## src/mips_pkg.sv

```systemverilog
`default_nettype none

package mips_pkg;

    typedef logic [31:0] word_t;
    typedef logic [4:0]  reg_addr_t;

    localparam word_t RESET_PC = 32'h0000_0000;

    typedef enum logic [3:0] {
        ALU_ADD,
        ALU_SUB,
        ALU_AND,
        ALU_OR,
        ALU_XOR,
        ALU_SLT,
        ALU_SLL,
        ALU_SRL,
        ALU_LUI
    } alu_op_e;

    // primary opcodes
    localparam logic [5:0] OP_RTYPE = 6'h00;
    localparam logic [5:0] OP_J     = 6'h02;
    localparam logic [5:0] OP_BEQ   = 6'h04;
    localparam logic [5:0] OP_BNE   = 6'h05;
    localparam logic [5:0] OP_ADDIU = 6'h09;
    localparam logic [5:0] OP_ANDI  = 6'h0c;
    localparam logic [5:0] OP_ORI   = 6'h0d;
    localparam logic [5:0] OP_LUI   = 6'h0f;
    localparam logic [5:0] OP_LW    = 6'h23;
    localparam logic [5:0] OP_SW    = 6'h2b;

    // funct field of r-type
    localparam logic [5:0] FN_ADDU = 6'h21;
    localparam logic [5:0] FN_SUBU = 6'h23;
    localparam logic [5:0] FN_AND  = 6'h24;
    localparam logic [5:0] FN_OR   = 6'h25;
    localparam logic [5:0] FN_XOR  = 6'h26;
    localparam logic [5:0] FN_SLT  = 6'h2a;
    localparam logic [5:0] FN_SLL  = 6'h00;
    localparam logic [5:0] FN_SRL  = 6'h02;

    typedef struct packed {
        logic    reg_write;
        logic    mem_write;
        logic    mem_to_reg;
        logic    alu_src_imm;
        logic    alu_src_shamt;
        alu_op_e alu_op;
    } ctrl_t;

    typedef struct packed {
        word_t pc_plus4;
        word_t instr;
    } if_id_t;

    typedef struct packed {
        ctrl_t     ctrl;
        word_t     rs_value;
        word_t     rt_value;
        word_t     imm;
        word_t     shamt;
        reg_addr_t dest;
        logic      store_fwd_from_load;
    } id_ex_t;

    typedef struct packed {
        ctrl_t     ctrl;
        word_t     alu_result;
        word_t     store_data;
        reg_addr_t dest;
    } ex_mem_t;

    typedef struct packed {
        logic      reg_write;
        logic      mem_to_reg;
        word_t     alu_result;
        word_t     load_data;
        reg_addr_t dest;
    } mem_wb_t;

endpackage

`default_nettype wire

```

## src/decode_stage.sv

```systemverilog
`default_nettype none

module decode_stage import mips_pkg::*; (
    input  logic    clk,
    input  logic    rst,
    input  logic    cpu_en,
    input  if_id_t  if_id,
    input  id_ex_t  ex_stage,
    input  word_t   ex_result,
    input  ex_mem_t ex_mem,
    input  word_t   data_rdata,
    input  mem_wb_t mem_wb,
    output id_ex_t  id_ex,
    output logic    stall,
    output logic    redirect,
    output word_t   redirect_pc
);

    logic [5:0] opcode;
    logic [5:0] funct;
    reg_addr_t  rs;
    reg_addr_t  rt;
    reg_addr_t  rd;
    word_t      imm_sext;
    word_t      imm_zext;
    ctrl_t      ctrl;
    reg_addr_t  dest;
    word_t      imm;
    logic       uses_rs;
    logic       uses_rt;
    word_t      rf_rs;
    word_t      rf_rt;
    word_t      rs_value;
    word_t      rt_value;
    word_t      wb_data;
    logic       load_in_ex;
    logic       hit_rs;
    logic       hit_rt;
    logic       store_fwd;
    logic       branch_taken;

    assign opcode   = if_id.instr[31:26];
    assign rs       = if_id.instr[25:21];
    assign rt       = if_id.instr[20:16];
    assign rd       = if_id.instr[15:11];
    assign funct    = if_id.instr[5:0];
    assign imm_sext = {{16{if_id.instr[15]}}, if_id.instr[15:0]};
    assign imm_zext = {16'h0000, if_id.instr[15:0]};

    always_comb begin
        ctrl    = '0;
        dest    = rt;
        imm     = imm_sext;
        uses_rs = 1'b1;
        uses_rt = 1'b0;
        case (opcode)
            OP_RTYPE: begin
                ctrl.reg_write = 1'b1;
                dest           = rd;
                uses_rt        = 1'b1;
                case (funct)
                    FN_ADDU: ctrl.alu_op = ALU_ADD;
                    FN_SUBU: ctrl.alu_op = ALU_SUB;
                    FN_AND:  ctrl.alu_op = ALU_AND;
                    FN_OR:   ctrl.alu_op = ALU_OR;
                    FN_XOR:  ctrl.alu_op = ALU_XOR;
                    FN_SLT:  ctrl.alu_op = ALU_SLT;
                    FN_SLL: begin
                        ctrl.alu_op        = ALU_SLL;
                        ctrl.alu_src_shamt = 1'b1;
                        uses_rs            = 1'b0;
                    end
                    FN_SRL: begin
                        ctrl.alu_op        = ALU_SRL;
                        ctrl.alu_src_shamt = 1'b1;
                        uses_rs            = 1'b0;
                    end
                    default: ctrl.reg_write = 1'b0;
                endcase
            end
            OP_ADDIU, OP_LW: begin
                ctrl.reg_write   = 1'b1;
                ctrl.mem_to_reg  = (opcode == OP_LW);
                ctrl.alu_src_imm = 1'b1;
                ctrl.alu_op      = ALU_ADD;
            end
            OP_ANDI, OP_ORI: begin
                ctrl.reg_write   = 1'b1;
                ctrl.alu_src_imm = 1'b1;
                ctrl.alu_op      = (opcode == OP_ANDI) ? ALU_AND : ALU_OR;
                imm              = imm_zext;
            end
            OP_LUI: begin
                ctrl.reg_write   = 1'b1;
                ctrl.alu_src_imm = 1'b1;
                ctrl.alu_op      = ALU_LUI;
                uses_rs          = 1'b0;
            end
            OP_SW: begin
                ctrl.mem_write   = 1'b1;
                ctrl.alu_src_imm = 1'b1;
                ctrl.alu_op      = ALU_ADD;
                uses_rt          = 1'b1;
            end
            OP_BEQ, OP_BNE: uses_rt = 1'b1;
            default: uses_rs = 1'b0;
        endcase
        // r0 is never a real destination
        if (dest == '0) begin
            ctrl.reg_write = 1'b0;
        end
    end

    assign wb_data = mem_wb.mem_to_reg ? mem_wb.load_data : mem_wb.alu_result;

    reg_file u_reg_file (
        .clk     (clk),
        .rst     (rst),
        .rs_addr (rs),
        .rt_addr (rt),
        .we      (mem_wb.reg_write && cpu_en),
        .wr_addr (mem_wb.dest),
        .wr_data (wb_data),
        .rs_data (rf_rs),
        .rt_data (rf_rt)
    );

    // newest producer wins: execute, then memory stage, then register file
    function automatic word_t fwd(input reg_addr_t src, input word_t rf_value);
        word_t value;
        value = rf_value;
        if (ex_mem.ctrl.reg_write && ex_mem.dest == src) begin
            value = ex_mem.ctrl.mem_to_reg ? data_rdata : ex_mem.alu_result;
        end
        if (ex_stage.ctrl.reg_write && !ex_stage.ctrl.mem_to_reg && ex_stage.dest == src) begin
            value = ex_result;
        end
        return value;
    endfunction

    always_comb begin
        rs_value = fwd(rs, rf_rs);
        rt_value = fwd(rt, rf_rt);
    end

    // load in execute cannot forward yet
    assign load_in_ex = ex_stage.ctrl.reg_write && ex_stage.ctrl.mem_to_reg;
    assign hit_rs     = uses_rs && ex_stage.dest == rs;
    assign hit_rt     = uses_rt && ex_stage.dest == rt;
    assign store_fwd  = load_in_ex && hit_rt && !hit_rs && opcode == OP_SW;
    assign stall      = load_in_ex && (hit_rs || (hit_rt && opcode != OP_SW));

    assign branch_taken = (opcode == OP_BEQ && rs_value == rt_value)
                       || (opcode == OP_BNE && rs_value != rt_value);
    // branch waits while a load in execute still owes it an operand
    assign redirect     = (branch_taken && !(load_in_ex && (hit_rs || hit_rt)))
                       || opcode == OP_J;
    assign redirect_pc  = (opcode == OP_J)
                        ? {if_id.pc_plus4[31:28], if_id.instr[25:0], 2'b00}
                        : if_id.pc_plus4 + {imm_sext[29:0], 2'b00};

    assign id_ex = '{
        ctrl:                ctrl,
        rs_value:            rs_value,
        rt_value:            rt_value,
        imm:                 imm,
        shamt:               {27'b0, if_id.instr[10:6]},
        dest:                dest,
        store_fwd_from_load: store_fwd
    };

    a_stall_redirect: assert property (@(posedge clk) disable iff (rst)
        !(stall && redirect))
        else $error("stall and redirect together");

    // the flushed bubble in execute clears the hazard on the next cycle
    a_stall_one_cycle: assert property (@(posedge clk) disable iff (rst)
        stall && cpu_en |=> !stall)
        else $error("load-use stall longer than one cycle");

endmodule

`default_nettype wire

```

## src/execute_stage.sv

```systemverilog
`default_nettype none

module execute_stage import mips_pkg::*; (
    input  id_ex_t  id_ex,
    input  word_t   data_rdata,
    output ex_mem_t ex_mem,
    output word_t   alu_result
);

    word_t a;
    word_t b;
    word_t store_data;

    assign a = id_ex.ctrl.alu_src_shamt ? id_ex.shamt : id_ex.rs_value;
    assign b = id_ex.ctrl.alu_src_imm ? id_ex.imm : id_ex.rt_value;

    always_comb begin
        case (id_ex.ctrl.alu_op)
            ALU_ADD: alu_result = a + b;
            ALU_SUB: alu_result = a - b;
            ALU_AND: alu_result = a & b;
            ALU_OR:  alu_result = a | b;
            ALU_XOR: alu_result = a ^ b;
            ALU_SLT: alu_result = {31'b0, $signed(a) < $signed(b)};
            ALU_SLL: alu_result = b << a[4:0];
            ALU_SRL: alu_result = b >> a[4:0];
            ALU_LUI: alu_result = {b[15:0], 16'h0000};
            default: alu_result = '0;
        endcase
    end

    // load directly ahead is now in the memory stage
    assign store_data = id_ex.store_fwd_from_load ? data_rdata : id_ex.rt_value;

    assign ex_mem = '{
        ctrl:       id_ex.ctrl,
        alu_result: alu_result,
        store_data: store_data,
        dest:       id_ex.dest
    };

endmodule

`default_nettype wire

```

## src/mips_pipe.sv

```systemverilog
`default_nettype none

module mips_pipe import mips_pkg::*; (
    input  logic  clk,
    input  logic  rst,
    input  logic  cpu_en,
    input  word_t instr,
    input  word_t data_rdata,
    output word_t pc,
    output word_t data_addr,
    output word_t data_wdata,
    output logic  data_we
);

    word_t   pc_plus4;
    logic    stall;
    logic    redirect;
    word_t   redirect_pc;
    word_t   ex_result;
    if_id_t  if_id_d;
    if_id_t  if_id_q;
    id_ex_t  id_ex_d;
    id_ex_t  id_ex_q;
    ex_mem_t ex_mem_d;
    ex_mem_t ex_mem_q;
    mem_wb_t mem_wb_d;
    mem_wb_t mem_wb_q;

    pc_fetch u_pc_fetch (
        .clk         (clk),
        .rst         (rst),
        .cpu_en      (cpu_en),
        .stall       (stall),
        .redirect    (redirect),
        .redirect_pc (redirect_pc),
        .pc          (pc),
        .pc_plus4    (pc_plus4)
    );

    assign if_id_d = '{pc_plus4: pc_plus4, instr: instr};

    // taken branch squashes the fetch behind it
    pipe_reg #(.payload_t(if_id_t)) if_id_reg (
        .clk(clk), .rst(rst), .en(cpu_en && !stall), .flush(redirect),
        .d(if_id_d), .q(if_id_q)
    );

    decode_stage u_decode (
        .clk         (clk),
        .rst         (rst),
        .cpu_en      (cpu_en),
        .if_id       (if_id_q),
        .ex_stage    (id_ex_q),
        .ex_result   (ex_result),
        .ex_mem      (ex_mem_q),
        .data_rdata  (data_rdata),
        .mem_wb      (mem_wb_q),
        .id_ex       (id_ex_d),
        .stall       (stall),
        .redirect    (redirect),
        .redirect_pc (redirect_pc)
    );

    // bubble into execute on load-use
    pipe_reg #(.payload_t(id_ex_t)) id_ex_reg (
        .clk(clk), .rst(rst), .en(cpu_en), .flush(stall),
        .d(id_ex_d), .q(id_ex_q)
    );

    execute_stage u_execute (
        .id_ex      (id_ex_q),
        .data_rdata (data_rdata),
        .ex_mem     (ex_mem_d),
        .alu_result (ex_result)
    );

    pipe_reg #(.payload_t(ex_mem_t)) ex_mem_reg (
        .clk(clk), .rst(rst), .en(cpu_en), .flush(1'b0),
        .d(ex_mem_d), .q(ex_mem_q)
    );

    assign data_addr  = ex_mem_q.alu_result;
    assign data_wdata = ex_mem_q.store_data;
    assign data_we    = ex_mem_q.ctrl.mem_write && cpu_en;

    assign mem_wb_d = '{
        reg_write:  ex_mem_q.ctrl.reg_write,
        mem_to_reg: ex_mem_q.ctrl.mem_to_reg,
        alu_result: ex_mem_q.alu_result,
        load_data:  data_rdata,
        dest:       ex_mem_q.dest
    };

    pipe_reg #(.payload_t(mem_wb_t)) mem_wb_reg (
        .clk(clk), .rst(rst), .en(cpu_en), .flush(1'b0),
        .d(mem_wb_d), .q(mem_wb_q)
    );

endmodule

`default_nettype wire

```

## src/pc_fetch.sv

```systemverilog
`default_nettype none

module pc_fetch import mips_pkg::*; (
    input  logic  clk,
    input  logic  rst,
    input  logic  cpu_en,
    input  logic  stall,
    input  logic  redirect,
    input  word_t redirect_pc,
    output word_t pc,
    output word_t pc_plus4
);

    assign pc_plus4 = pc + 32'd4;

    // a redirect never coincides with a stall, so hold wins
    always_ff @(posedge clk) begin
        if (rst) begin
            pc <= RESET_PC;
        end else if (cpu_en && !stall) begin
            pc <= redirect ? redirect_pc : pc_plus4;
        end
    end

    // branch and jump targets from decode keep the low bits clear
    a_pc_aligned: assert property (@(posedge clk) disable iff (rst)
        pc[1:0] == 2'b00)
        else $error("pc not word aligned: %h", pc);

endmodule

`default_nettype wire

```

## src/pipe_reg.sv

```systemverilog
`default_nettype none

module pipe_reg #(
    parameter type payload_t = logic
) (
    input  logic     clk,
    input  logic     rst,
    input  logic     en,
    input  logic     flush,
    input  payload_t d,
    output payload_t q
);

    // all-zero payload is a bubble: no reg_write, no mem_write
    always_ff @(posedge clk) begin
        if (rst) begin
            q <= '0;
        end else if (en) begin
            if (flush) begin
                q <= '0;
            end else begin
                q <= d;
            end
        end
    end

endmodule

`default_nettype wire

```

## src/reg_file.sv

```systemverilog
`default_nettype none

module reg_file import mips_pkg::*; (
    input  logic      clk,
    input  logic      rst,
    input  reg_addr_t rs_addr,
    input  reg_addr_t rt_addr,
    input  logic      we,
    input  reg_addr_t wr_addr,
    input  word_t     wr_data,
    output word_t     rs_data,
    output word_t     rt_data
);

    word_t regs [32];

    always_ff @(posedge clk) begin
        if (rst) begin
            regs <= '{default: '0};
        end else if (we && wr_addr != '0) begin
            regs[wr_addr] <= wr_data;
        end
    end

    // write-through so decode sees the value retiring this cycle
    assign rs_data = (rs_addr == '0) ? '0 :
                     (we && wr_addr == rs_addr) ? wr_data : regs[rs_addr];
    assign rt_data = (rt_addr == '0) ? '0 :
                     (we && wr_addr == rt_addr) ? wr_data : regs[rt_addr];

    // decode drops reg_write for destination zero
    a_no_r0_write: assert property (@(posedge clk) disable iff (rst)
        !(we && wr_addr == '0))
        else $error("write to register zero");

endmodule

`default_nettype wire

```

## config.mk

```make
export PLATFORM = sky130hd
export DESIGN_NAME = mips_pipe
export DESIGN_NICKNAME = d
export VERILOG_FILES = /design/src/mips_pkg.sv /design/src/decode_stage.sv /design/src/execute_stage.sv /design/src/mips_pipe.sv /design/src/pc_fetch.sv /design/src/pipe_reg.sv /design/src/reg_file.sv
export SDC_FILE = /design/constraint.sdc
export NUM_CORES = 2
export LEC_CHECK = 0
export ABC_AREA = 1
export BUFFER_PORTS_ARGS = -buffer_cell sky130_fd_sc_hd__buf_2
export CAP_MARGIN = 5
export CORE_MARGIN = 2
export CORE_UTILIZATION = 30
export DETAILED_ROUTE_END_ITERATION = 6
export PLACE_DENSITY = 0.46
export SYNTH_ARGS = -nofsm -noshare
export SYNTH_HDL_FRONTEND = slang
export SYNTH_HIERARCHICAL = 1
export SYNTH_SLANG_ARGS = --single-unit
```

## constraint.sdc

```tcl
create_clock -name clk -period 12 [get_ports clk]
set_input_delay 2.4 -clock clk [delete_from_list [all_inputs] [get_ports clk]]
set_output_delay 2.4 -clock clk [all_outputs]
set_load 0.05 [all_outputs]
```

# Word-level counts from Yosys, hierarchy flattened
# Cells that the tools add are included.
totals:
  register_bits: 1406
  inputBits: 67
op_classes:
  add_sub_neg: 4
  n_shift: 2
  order_cmp: 5
  n_eq_ne: 33
  n_reduce_logical: 47
  bitwise_logic: 6
  muxes: 43
op_table:
  columns: ["operator", "n"]
  rows:
  - ["$bwmux W1024", 1]
  - ["$mux W32", 21]
  - ["$bmux W32 S5", 2]
  - ["$pmux W32 S9", 1]
  - ["$demux W32 S5", 1]
  - ["$mux W143", 1]
  - ["$add A32 B32 Y32", 2]
  - ["$mux W64", 1]
  - ["$eq A6 B6 Y1 const B", 8]
  - ["$add A32 B3 Y32 const B", 1]
  - ["$and A32 B32 Y32", 1]
  - ["$eq A32 B32 Y1", 1]
  - ["$lt A32 B32 Y1", 1]
  - ["$ne A32 B32 Y1", 1]
  - ["$or A32 B32 Y32", 1]
  - ["$shl A32 B5 Y32", 1]
  - ["$shr A32 B5 Y32", 1]
  - ["$sub A32 B32 Y32", 1]
  - ["$xor A32 B32 Y32", 1]
  - ["$eq A5 B5 Y1", 6]
  - ["$eq A6 B4 Y1 const B", 4]
  - ["$logic_and A1 B1 Y1", 24]
  - ["$pmux W3 S7", 1]
  - ["$ge A6 B6 Y1 const B", 3]
  - ["25 further kinds", 54]

# Longest topological paths before layout
logic_depth:
  depth_word: 14
  depth_mapped: 44
  ltp_nobuf: 39

# Cells and area by module
# The synthesis kept the hierarchy.
by_module_without_submodules:
  columns: ["mod", "area_each_um2", "cells_each", "instances", "seq_area_each_um2"]
  rows:
  - ["reg_file", 58087.0, 9108, 1, 20499.7]
  - ["execute_stage", 11258.3, 2301, 1, 0.0]
  - ["decode_stage", 7732.4, 1539, 1, 0.0]
  - ["pipe_reg at id_ex_reg", 5195.0, 636, 1, 2862.7]
  - ["pipe_reg at ex_mem_reg", 2884.0, 348, 1, 1561.5]
  - ["pipe_reg at mem_wb_reg", 2753.9, 316, 1, 1421.4]
  - ["pipe_reg at if_id_reg", 2384.8, 284, 1, 1281.2]
  - ["pc_fetch", 2334.7, 369, 1, 640.6]
  - ["mips_pipe", 21.3, 5, 1, 0.0]

# Worst setup path after synthesis
# OpenSTA, ideal clock, no wires.
synth_timing:
  path_type: "input to register"
  start: "in cpu_en"
  end: "reg u_pc_fetch.pc[5]"
  setup_ps: 128
  slack_ps: 6724
  arrival_time_ps: 5148
  required_time_ps: 11872
  path_buffers: 3
  path_stages: 30
  path_cell_list: "nand2_1 inv_1 o21ai_0 a21oi_1 nand3_2 clkbuf_1 o21ai_0 a21oi_1 inv_1 nand2_2 nand2_2 nand2_1 nand2_1 nand2_1 nand2_1 nand2_1 nor2_1 nand2_1 nor2_1 nand3_1 nand3_1 nand2_1 nand2_1 inv_1 buf_2 buf_2 nand2_1 o21ai_0 a21oi_1 nor2_1"
synth_via:
  elab_chain_len: 12
  word_cells_on_any_way: 20
  classes_between: "eq/ne (2); mux (9); reduce/logical (9)"
synth_rtl:
  columns: ["element", "line_no", "text"]
  rows:
  - ["from (decl)", "mips_pipe.sv:6", "input logic cpu_en,"]
  - ["$logic_and A1 B1 Y1 (*)", "decode_stage.sv:121", ".we (mem_wb.reg_write && cpu_en),"]
  - ["$logic_and A1 B1 Y1 (*)", "reg_file.sv:27", "(we && wr_addr == rs_addr) ? wr_data : regs[rs_addr];"]
  - ["$mux W32 (*)", "reg_file.sv:27", null]
  - ["$mux W32 (*)", "reg_file.sv:26", "assign rs_data = (rs_addr == '0) ? '0 :"]
  - ["via u_decode.rf_rs[20]", "decode_stage.sv:31", "word_t rf_rs;"]
  - ["$mux W32 (*)", "decode_stage.sv:132", "if (ex_mem.ctrl.reg_write && ex_mem.dest == src) begin"]
  - ["$mux W32 (*)", "decode_stage.sv:135", "if (ex_stage.ctrl.reg_write && !ex_stage.ctrl.mem_to_reg && ex_stage.dest == src) begin"]
  - ["$eq A32 B32 Y1 / $ne A32 B32 Y1 (equally long branches)", "decode_stage.sv:153, decode_stage.sv:154", null]
  - ["$logic_and A1 B1 Y1 (on tied branches)", "decode_stage.sv:153, decode_stage.sv:154", null]
  - ["$logic_or A1 B1 Y1 (*)", "decode_stage.sv:154", "|| (opcode == OP_BNE && rs_value != rt_value);"]
  - ["$logic_and A1 B1 Y1 (*)", "decode_stage.sv:156", "assign redirect = (branch_taken && !(load_in_ex && (hit_rs || hit_rt)))"]
  - ["$logic_or A1 B1 Y1 (*)", "decode_stage.sv:157", "|| opcode == OP_J;"]
  - ["via redirect", "mips_pipe.sv:17", "logic redirect;"]
  - ["$mux W32 (*)", "pc_fetch.sv:21", "pc <= redirect ? redirect_pc : pc_plus4;"]
  - ["to (signal assigned)", "pc_fetch.sv:21", null]
  - ["to (decl)", "pc_fetch.sv:10", "output word_t pc,"]
# Mark *: on every way through the listed nets, which the timed path passes. The rest lies on a longest branch.
# A chain may end at the register's enable or synchronous reset.

==> impl_metrics.yaml <==
grt:
  aggregate_global_routing_overflow: 0
  antenna_found_initial: 21
  largest_net_degree_at_the_start_of_global_routing: 164
  first_global_vias: 90101
  grt_pass1_wl_microns: 648000
  groute.usage.overall_pct: 27.4
sta:
  maxSlewViolCount: 0
  maxClockFrequency_ghz: 0.127
  tightest_slew_ns: 1.16
  finalWorstPathRequiredPeriod_ns: 7.88
  fin_tns_setup_ns: 0
  finalHoldViolCount: 0
  slew_headroom_pct: 21.6
  final.setup_skew_ns: 0.0488
  rsz0062_at_grt: "no"
  finalSetupViolCount: 0
  fin_crit_sh_pct: 65.7
cells_and_area:
  area_growth_pct: 7.65
  layout.nets: 14327
  layout-drive-gt1-share_pct: 7.31
  finish.instance_area_sq_um: 99500
setup_path:
  r2r_start: "id_ex_reg/q[139]"
  critPathLaunch: "id_ex_reg/q[139]"
  criticalPathCategory: "flip-flop to flip-flop"
  worst_ep_arrival_time_ns: 8.64
  timing.critical_path.mode_cell: "nand2_1"
  ff2ff_setup_slack_ns: 4.12
  timing.critical_path.required_ns: 12.76
  dominant_delay_contributor_by_cell_family_on_the_critical_path: "simple AND/OR/NAND/NOR gates"
  path_buf_inv: 6
  start_kind: "flip-flop"
  critical-path-slowest-cell: "inv_1"
  critPathMaxStageDelay_ns: 0.79
  cp_max_fo: 29
  cp-end-kind: "flip-flop"
route:
  residual_drc: 0
  route.antenna.remaining_nets: 0
  violation_count_after_the_first_detailed_routing_iteration: 12235
  route.detailed.vias_per_inst: 5.39
  drt-total-wl_microns: 448000
  vias: 99033
  wl_per_cell_microns: 24.4
  drtPass1Iterations: 7
floorplan:
  placementRows: 203
  starting_utilization_of_the_core_area_pct: 30.2
  area_of_the_core_region_sq_um: 306000
  die_y_microns: 559
  die_x_microns: 559
  ioPinCount: 164
  die_area_sq_um: 312000
placed_design:
  gpl.final_weighted_congestion: 1.02
  place_area_sq_um: 93800
  post-dp-hpwl_microns: 283000
  place.port_buffers: 163
cts:
  cts_max_path_buffers: 4
  cts_buffers: 180
  tritoncts: "built"
  holdBufCountCts: 0
  post_cts.resized_instances: 0
  clock_h_tree_levels: 4
  numClockSinks: 1406
  clock_tree.root_cell: "clkbuf_16"
  clk_pin_slew_ns: 0.06
  worst_skew_pair.late_latency_ns: 0.88
  post_cts.repair.setup_buffers: 0
pwr:
  power_density_nw_per_um2: 129
  power.leakage_uw: 0.0417
  ir_drop_uv: 109
outcome:
  status: "complete, no violations"
min_path:
  critical_hold_path_startpoint: "u_decode/u_reg_file/regs[1022]"
  worst_hold_path_type: "flip-flop to flip-flop"
synth:
  yosys_warnings: 6
  synth_area_per_cell_sq_um: 6.21
  synth_area_sq_um: 92400
  netlist_instances: 14876
run:
  cap_viol_max_count: 0
## metrics by stage
step | instances | total power (uW) | util [%] | hold slack [ns] | worst slack [ns]
floorplan | 14903 | 6600 | - | 0.424 | 6.72
global route | 18360 | 13400 | 32.5 | 0.462 | 3.58
finish | 18366 | 12900 | 32.5 | 0.446 | 4.12
global placement | 18049 | 7510 | 30.7 | 0.437 | 3.81
CTS | 18359 | 12900 | 32.5 | 0.446 | 4.37
detailed placement | 18049 | 7490 | 30.7 | 0.436 | 3.81
## final timing paths
path                                                  endpoint  cells after the start
worst max-delay path                         u_pc_fetch/pc[18]                     34
worst min-delay path            u_decode/u_reg_file/regs[1022]                      2
worst max register to register               u_pc_fetch/pc[18]                     34
worst min register to register  u_decode/u_reg_file/regs[1022]                      2
## tightest hold or removal path: cells and delay by family (launching register included)
kind	cells	cell delay (ns)
flip-flops	1	0.31
buffers and inverters	1	0.06
AND/OR/NAND/NOR	1	0.04
## layer usage
metal  wire, microns  global-route usage, %
met5              46                      0
met4           16900                   9.30
met3           35000                   3.63
met2          189000                   41.3
met1          207000                   39.6
## sequential cells by signal, summed over array words and instances (netlist names)
name,cells
ex_mem_reg/q,72
id_ex_reg/q,143
if_id_reg/q,64
mem_wb_reg/q,71
u_decode/u_reg_file/regs,1024
u_pc_fetch/pc,32
## layout make-up
type / instances / area [sq um]
Fill cell: 34058 / 207000
Multi-Input combinational cell: 10667 / 52200
Sequential cell: 1406 / 28200
Inverter: 1519 / 5800
Clock buffer: 262 / 5220
Tap cell: 4100 / 5130
Timing Repair Buffer: 357 / 2480
Clock inverter: 48 / 414
Antenna cell: 7 / 17.5
## report_power, final
| part | leakage [uW] | internal [uW] | switching [uW] |
|---|---|---|---|
| sequential | 0.0114 | 4710 | 69.6 |
| clock | 0.00277 | 3110 | 2280 |
| combinational | 0.0276 | 660 | 2030 |
| total | 0.0417 | 8480 | 4380 |
## layout by cell type (no fill, tap or decap), drive strengths merged, types with 92 or more instances in the layout
| cell type | instances |
|---|---|
| inv | 1495 |
| buf | 357 |
| a211oi | 815 |
| o211ai | 245 |
| dfxtp | 1406 |
| ha | 126 |
| nand2 | 3941 |
| nor2 | 1505 |
| clkbuf | 262 |
| o21ai | 407 |
| nand3 | 2288 |
| nand4 | 154 |
| a21oi | 838 |
| or2 | 92 |
(Power assumes the default switching activity.)
